### config.mk
export PLATFORM = sky130hd
export DESIGN_NAME = mem_port
export DESIGN_NICKNAME = d
export VERILOG_FILES = /design/src/design/cache_pkg.sv /design/src/design/mem_port.sv
export VERILOG_INCLUDE_DIRS = /design/src /design/src/design
export SDC_FILE = /design/constraint.sdc
export NUM_CORES = 1
export LEC_CHECK = 0
export BUFFER_PORTS_ARGS = -buffer_cell sky130_fd_sc_hd__clkbuf_2
export CAP_MARGIN = 20
export CORE_MARGIN = 1.5
export CORE_UTILIZATION = 41
export DETAILED_ROUTE_END_ITERATION = 16
export HOLD_SLACK_MARGIN = 0.03
export MAX_ROUTING_LAYER = met4
export PLACE_DENSITY = 0.89
export SLEW_MARGIN = 0
export SYNTH_ARGS = -nofsm -noshare
export SYNTH_HDL_FRONTEND = slang
export SYNTH_SLANG_ARGS = --single-unit
export TNS_END_PERCENT = 30
### constraint.sdc
create_clock -name CPU_CLK -period 4.2 [get_ports CPU_CLK]
set_input_delay 0 -clock CPU_CLK [delete_from_list [all_inputs] [get_ports CPU_CLK]]
set_output_delay 0 -clock CPU_CLK [all_outputs]
set_load 0.005 [all_outputs]
### src/design/cache_config.svh
`ifndef CACHE_CONFIG_SVH
`define CACHE_CONFIG_SVH

`default_nettype none

// cache line index, virtual address bits 9..2
`define CACHE_IDX_BITS 8

// TLB index, virtual address bits 17..10
`define TLB_IDX_BITS 8

`define VTAG_BITS 14      // virtual address bits 31..18
`define PTAG_BITS 14      // physical page tag held in the TLB
`define CTAG_BITS 22      // physical address bits 31..10

// word address to external memory, physical address bits 27..2
`define MEM_ADDR_BITS 26

`default_nettype wire

`endif

### src/design/cache_pkg.sv
`default_nettype none

package cache_pkg;

  // cache controller sequence, a hit or a fault never leaves IDLE
  typedef enum logic [1:0] {
    IDLE,
    MISS_WAIT,
    WRITE_WAIT,
    FILL_DONE
  } ctrl_state_e;

  typedef enum logic {
    MEM_READ,
    MEM_WRITE
  } mem_op_e;

  // memory sequencer states
  // SEQ_IDLE is named apart from the controller's IDLE since both share this scope
  typedef enum logic [1:0] {
    SEQ_IDLE,
    DMA_HOLD,    // waits for the bus, also the cycle in which the strobe is raised
    ACTIVE
  } mem_state_e;

endpackage

`default_nettype wire

### src/design/mem_port.sv
`include "cache_config.svh"
`default_nettype none

module mem_port (
  input  wire                       CPU_CLK,
  input  wire                       RST,
  input  wire                       req,
  input  wire cache_pkg::mem_op_e   op,
  input  wire [31:0]                phys_addr,
  input  wire [31:0]                wdata,
  output logic                      done,
  output logic [31:0]               rdata,
  input  wire                       dma_mcu_access,
  output logic [`MEM_ADDR_BITS-1:0] mem_addr,
  output logic                      mem_we,
  output logic                      mem_do_act,
  output logic [31:0]               mem_dataintomem,
  input  wire                       mem_ack,
  input  wire [31:0]                mem_datafrommem
);
  import cache_pkg::*;

  mem_state_e state;
  logic       granted;
  logic       finish;

  // the strobe comes up in the same cycle the DMA master lets go of the bus,
  // and once up it is held through ACTIVE whatever DMA does next
  assign granted    = (state == ACTIVE) || ((state == DMA_HOLD) && !dma_mcu_access);
  assign mem_do_act = granted;
  assign finish     = granted && mem_ack;

  always_ff @(posedge CPU_CLK)
  begin
    if (!RST)
    begin
      state  <= SEQ_IDLE;
      mem_we <= 1'b0;
      done   <= 1'b0;
    end
    else
    begin
      done <= finish;    // one cycle pulse back to the controller
      case (state)
        SEQ_IDLE:
        begin
          if (req)
          begin
            mem_we <= (op == MEM_WRITE);
            state  <= DMA_HOLD;
          end
        end
        DMA_HOLD:
        begin
          if (finish)
            state <= SEQ_IDLE;
          else if (!dma_mcu_access)
            state <= ACTIVE;
        end
        ACTIVE:
        begin
          if (finish)
            state <= SEQ_IDLE;
        end
        default: state <= SEQ_IDLE;
      endcase
      if (finish)
      begin
        mem_we <= 1'b0;
      end
    end
  end

  // address and write word are latched with the request and stay put until ack
  always_ff @(posedge CPU_CLK)
  begin
    if ((state == SEQ_IDLE) && req)
    begin
      mem_addr        <= phys_addr[`MEM_ADDR_BITS+1:2];
      mem_dataintomem <= wdata;
    end
    if (finish && !mem_we)
    begin
      rdata <= mem_datafrommem;
    end
  end

endmodule

`default_nettype wire

=== Word level (Yosys, flattened, before mapping) ===
Index checks and enable logic that the tools add are counted.

* Reduce and logical (&&, ||, !) cells: 11
* Equal/unequal tests: 5
* Muxes and demuxes: 5
* Bitwise gates (word level): 1

{| class="wikitable"
|+ Operators by type and width
! operator !! number
|-
| two-way mux 2 bit || 4
|-
| case mux 2 bit (3 select lines) || 1
|-
| logical AND 1 bit || 4
|-
| inequality test 2 bit (second input constant) || 2
|-
| inequality test 3 bit (second input constant) || 1
|-
| AND reduction 3 bit || 1
|-
| == test 2 x 1 -> 1 bit (second input constant) || 1
|-
| == test 2 bit (second input constant) || 1
|-
| logical NOT 1 bit || 2
|-
| logical NOT 2 bit || 1
|-
| AND reduction 2 bit || 1
|-
| OR reduction 2 bit || 1
|-
| logical OR 1 bit || 1
|-
| inverter 1 bit || 1
|}

* Bits in registers: 94
* Bits of input ports: 102

=== Logic depth before layout (Yosys ltp) ===
* Word-level depth: 6
* Depth in mapped cells: 3

=== Worst setup path after synthesis ===
No wires, ideal clock.

* Kind: register to register
* Start point: reg state[1]
* End point: reg mem_we
* Buffers on the path: 0
* Data arrival time: 3226 ps
* Clock period less this slack: 3342 ps
* Library setup time: 116 ps
* Stages on the path, launching flop included: 4
* Path slack: 858 ps
* Required time: 4084 ps
* Cell sequence: dfxtp_1 nor3b_2 mux2_1 and3_1

* Longest elaborated chain between the ends: 5
* Elaborated cells between the ends (all ways): 8
* Those cells by class: 2 x eq/ne; 6 x reduce/logical

{| class="wikitable"
|+ Ends and longest elaborated chain
! item !! RTL line !! text
|-
| start, declared || mem_port.sv:23 || <nowiki>mem_state_e state;</nowiki>
|-
| start signal, assigned || mem_port.sv:37 || <nowiki>state <= SEQ_IDLE;</nowiki>
|-
| start signal, assigned || mem_port.sv:50 || <nowiki>state <= DMA_HOLD;</nowiki>
|-
| start signal, assigned || mem_port.sv:56 || <nowiki>state <= SEQ_IDLE;</nowiki>
|-
| == test 2 x 1 -> 1 bit || mem_port.sv:29 || <nowiki>assign granted = (state == ACTIVE) || ((state == DMA_HOLD) && !dma_mcu_access);</nowiki>
|-
| logical AND 1 bit || mem_port.sv:29 ||
|-
| logical OR 1 bit || mem_port.sv:29 ||
|-
| logical AND 1 bit || mem_port.sv:31 || <nowiki>assign finish = granted && mem_ack;</nowiki>
|-
| OR reduction 2 bit (no source line) || -- ||
|-
| end signal, assigned || mem_port.sv:49 || <nowiki>mem_we <= (op == MEM_WRITE);</nowiki>
|-
| end, declared || mem_port.sv:15 || <nowiki>output logic mem_we,</nowiki>
|}

Several ways; a longest one is shown, not always the timed one.
A chain may end at the register's enable or synchronous reset.

=== Final worst setup path ===
* Start point: reg state[0]
* End point: reg mem_we

Same word-level chain as after synthesis.

==> results.toml <==
[critical_path]
cp.arrival_ns = 2.47
cp.required_ns = 4.46
critPathLaunchType = "flip-flop"
reg2reg_depth = 5
worst-path-max-fanout = 30
crit_end = "mem_we$_SDFFE_PP0P_"
end_kind = "flip-flop"
crit_path_start = "state[0]$_SDFFE_PN0P_"
rrSetupSlack_ns = 1.99
r2r-start = "state[0]$_SDFFE_PN0P_"
rr_endpoint = "mem_we$_SDFFE_PP0P_"
criticalPathCategory = "flip-flop to flip-flop"

[global_routing]
antenna_found_initial = 0
grt.total_usage_pct = 25.1
grt_max_degree = 33
grt_pass1_wl_mm = 12.9
grt-ovfl-total = 0
grt_pass1_vias = 2533

[detailed_routing]
dr.pass1.iters = 4
drt-total-wl_mm = 8.84
drt_first_iter_violations = 70
viasPerCell = 4.55
drc_errors = 0
vias = 2303
wire_per_inst_um = 17.5
ant_nets = 0

[synth]
synth.most_common_cell = "edfxtp_1"
synth.area.top_cells = "edfxtp_1 (94%), dfxtp_1 (2.8%), nor3b_2 (0.87%)"
ys_warn_count = 0
synth-edff-count = 90
yosys-top-cells-count = "edfxtp_1 (90), dfxtp_1 (4), nor2_1 (2), nor3b_2 (2)"
ys_seq_area_share_pct = 96.7
synth_cells = 107
synth-main-ff-cell = "edfxtp_1"
syn_area_um2 = 2880
yosysTopAreaCellShare_pct = 94.0
synth_cell_types = 13
synth.ff_latch_count = 94
synth.avg_cell_area_um2 = 26.9
synth_nets = 209
synth.largest_area_cell = "edfxtp_1"
synthArstFlopShare_pct = 0

[floorplanning]
core_area_um2 = 6790
die_area_um2 = 7530
start_util_pct = 42.3
rows = 30
die_height_um = 86.8
fp.dieW_um = 86.8
num_io_pins = 195

[power_and_ir_drop]
ir_drop_mv = 0.240
power.net_switching_mw = 0.418
power.leakage_nw = 2.23
p_int_mw = 1.54
p_per_area_nw_per_um2 = 381
seq_power_share_pct = 55.9
swShare_pct = 21.3
clkPwrFrac_pct = 33.8
comb_power_share_pct = 10.3

[cells_and_area]
layout.nets = 507
antenna_cells = 0
layout-drive-gt1-share_pct = 51.0
area_delta_synth_final_pct = 79.1
nFillCells = 365
fin_area_um2 = 5150

[clocking]
clk-insertion-delay-late_ns = 0.36
clock-root-buffer = "clkbuf_8"
h-tree-depth = 3
cts_sinks = 94
clk_pin_slew_ns = 0.10
clockBufferDepth = 2
cts_buffers = 9
cts_tree = "yes"

[timing]
finClkSkew_ns = 0.0160
clock.fmax_ghz = 0.453
setup_violations = 0
finalSetupTns_ns = 0
rsz0062_at_grt = "false"
hold_viol = 0
worstMarginPinSlew_ns = 0.513
layout_min_cycle_time_ns = 2.21
slew_viol_final = 0
slew_headroom_pct = 65.4
finalCritPeriodShare_pct = 52.5

[placement]
place_hpwl_mm = 5.01
placed_cell_area_um2 = 3970
globalplace.congestion = 0.737
io_buffers = 188

[worst_hold_path]
hp-class = "primary input to flip-flop"

[run_status]
status = "finished, final reports clean"

[run]
maxCapViolCount = 0
area by class of cell:
| type | count | area, um^2 | share of cell area (%) |
|---|---|---|---|
| flip-flops and latches | 94 | 2780 | 54.0 |
| repair buffers | 287 | 1920 | 37.4 |
| clock buffers | 10 | 128 | 2.48 |
| well taps | 96 | 120 | 2.33 |
| multi-input cells | 12 | 98.8 | 1.92 |
| clock inverters | 6 | 93.8 | 1.82 |
| inverters | 1 | 3.75 | 0.0729 |
flip-flops by register name, indices dropped and copies added (netlist names):
register / cells
mem_dataintomem: 32
rdata: 32
mem_addr: 26
state: 2
done: 1
mem_we: 1
cells by family (layout without fill, tap and decap cells):
kind of cell           count (synthesis)  in the layout  synth area share, %
DFF                                   94             94                 96.7
and+or+nand+nor                        9              9                 2.22
muxes                                  2              2                0.739
AOI/OAI and AO/OA                      1              1                0.174
buffers and inverters                  1            304                0.130
worst min-delay path by stage:
stage	start	end	slack (ns)	depth (start not counted)
final	phys_addr[18]	mem_addr[16]$_DFFE_PP_	0.35	2
after global routing	phys_addr[26]	mem_addr[24]$_DFFE_PP_	0.34	2
after CTS	mem_datafrommem[2]	rdata[2]$_DFFE_PP_	0.34	2
after detailed placement	mem_datafrommem[20]	rdata[20]$_DFFE_PP_	0.18	1
after global placement	mem_datafrommem[0]	rdata[0]$_DFFE_PP_	0.18	1
after floorplan	mem_ack	state[1]$_SDFFE_PN0P_	0.07	1
critical path, cell delays in order (launching register included):
cell	delay, ns
dfxtp_1	0.39
nor3b_4	0.24
buf_4	0.39
mux2_1	0.37
and3_1	0.18
dlygate4sd3_1	0.54
repair_timing:
action                                  4_1_cts  5_1_grt
hold buffers                                 96        0
endpoints found under the setup margin        0        0
buffers inserted                              0        0
resized for setup                             0        0
hold endpoints to repair                     94        0
placed cells by master (no fill, tap or decap), drive strengths merged:
| cell type | netlist | final |
|---|---|---|
| mux2 | 1 | 1 |
| clkinv | 0 | 1 |
| and3 | 1 | 1 |
| nor2b | 1 | 1 |
| mux2i | 1 | 1 |
| nor3b | 3 | 3 |
| or2 | 1 | 1 |
| edfxtp | 90 | 90 |
| dlygate4sd3 | 0 | 96 |
| clkbuf | 0 | 198 |
| o21ai | 1 | 1 |
| bufinv | 0 | 2 |
| inv | 1 | 3 |
| clkinvlp | 0 | 1 |
| nor3 | 1 | 1 |
| buf | 0 | 3 |
| nor2 | 2 | 2 |
| dfxtp | 4 | 4 |
power by group through the flow:
stage                     Combinational (mW)  Clock, mW  Sequential [mW]
after global placement                 0.119          0             1.12
after CTS                              0.196      0.666             1.10
after global routing                   0.217      0.708             1.10
after detailed placement               0.126          0             1.12
after floorplan                       0.0208          0             1.12
final                                  0.203      0.663             1.10
stage by stage:
stage | power, mW | instances | util (%) | setup slack, ns | hold slack [ns]
2_1_floorplan | 1.15 | 107 | - | 0.858 | 0.0695
3_3_place_gp | 1.23 | 394 | 58.4 | 2.59 | 0.177
3_5_place_dp | 1.24 | 394 | 58.4 | 2.41 | 0.179
4_1_cts | 1.96 | 506 | 75.8 | 2.04 | 0.339
5_1_grt | 2.03 | 506 | 75.8 | 1.91 | 0.344
6_report | 1.96 | 506 | 75.8 | 1.99 | 0.347
per-layer routing:
metal | global-route usage [%] | part of all wire (%) | vias up
li1 | - | - | 1022
met1 | 24.8 | 34 | 1099
met2 | 46.0 | 55 | 159
met3 | 5.81 | 8.0 | 23
met4 | 12.0 | 2.9 | 0
met5 | - | 0 | -
Note: power is estimated with default switching activity, not from simulation.
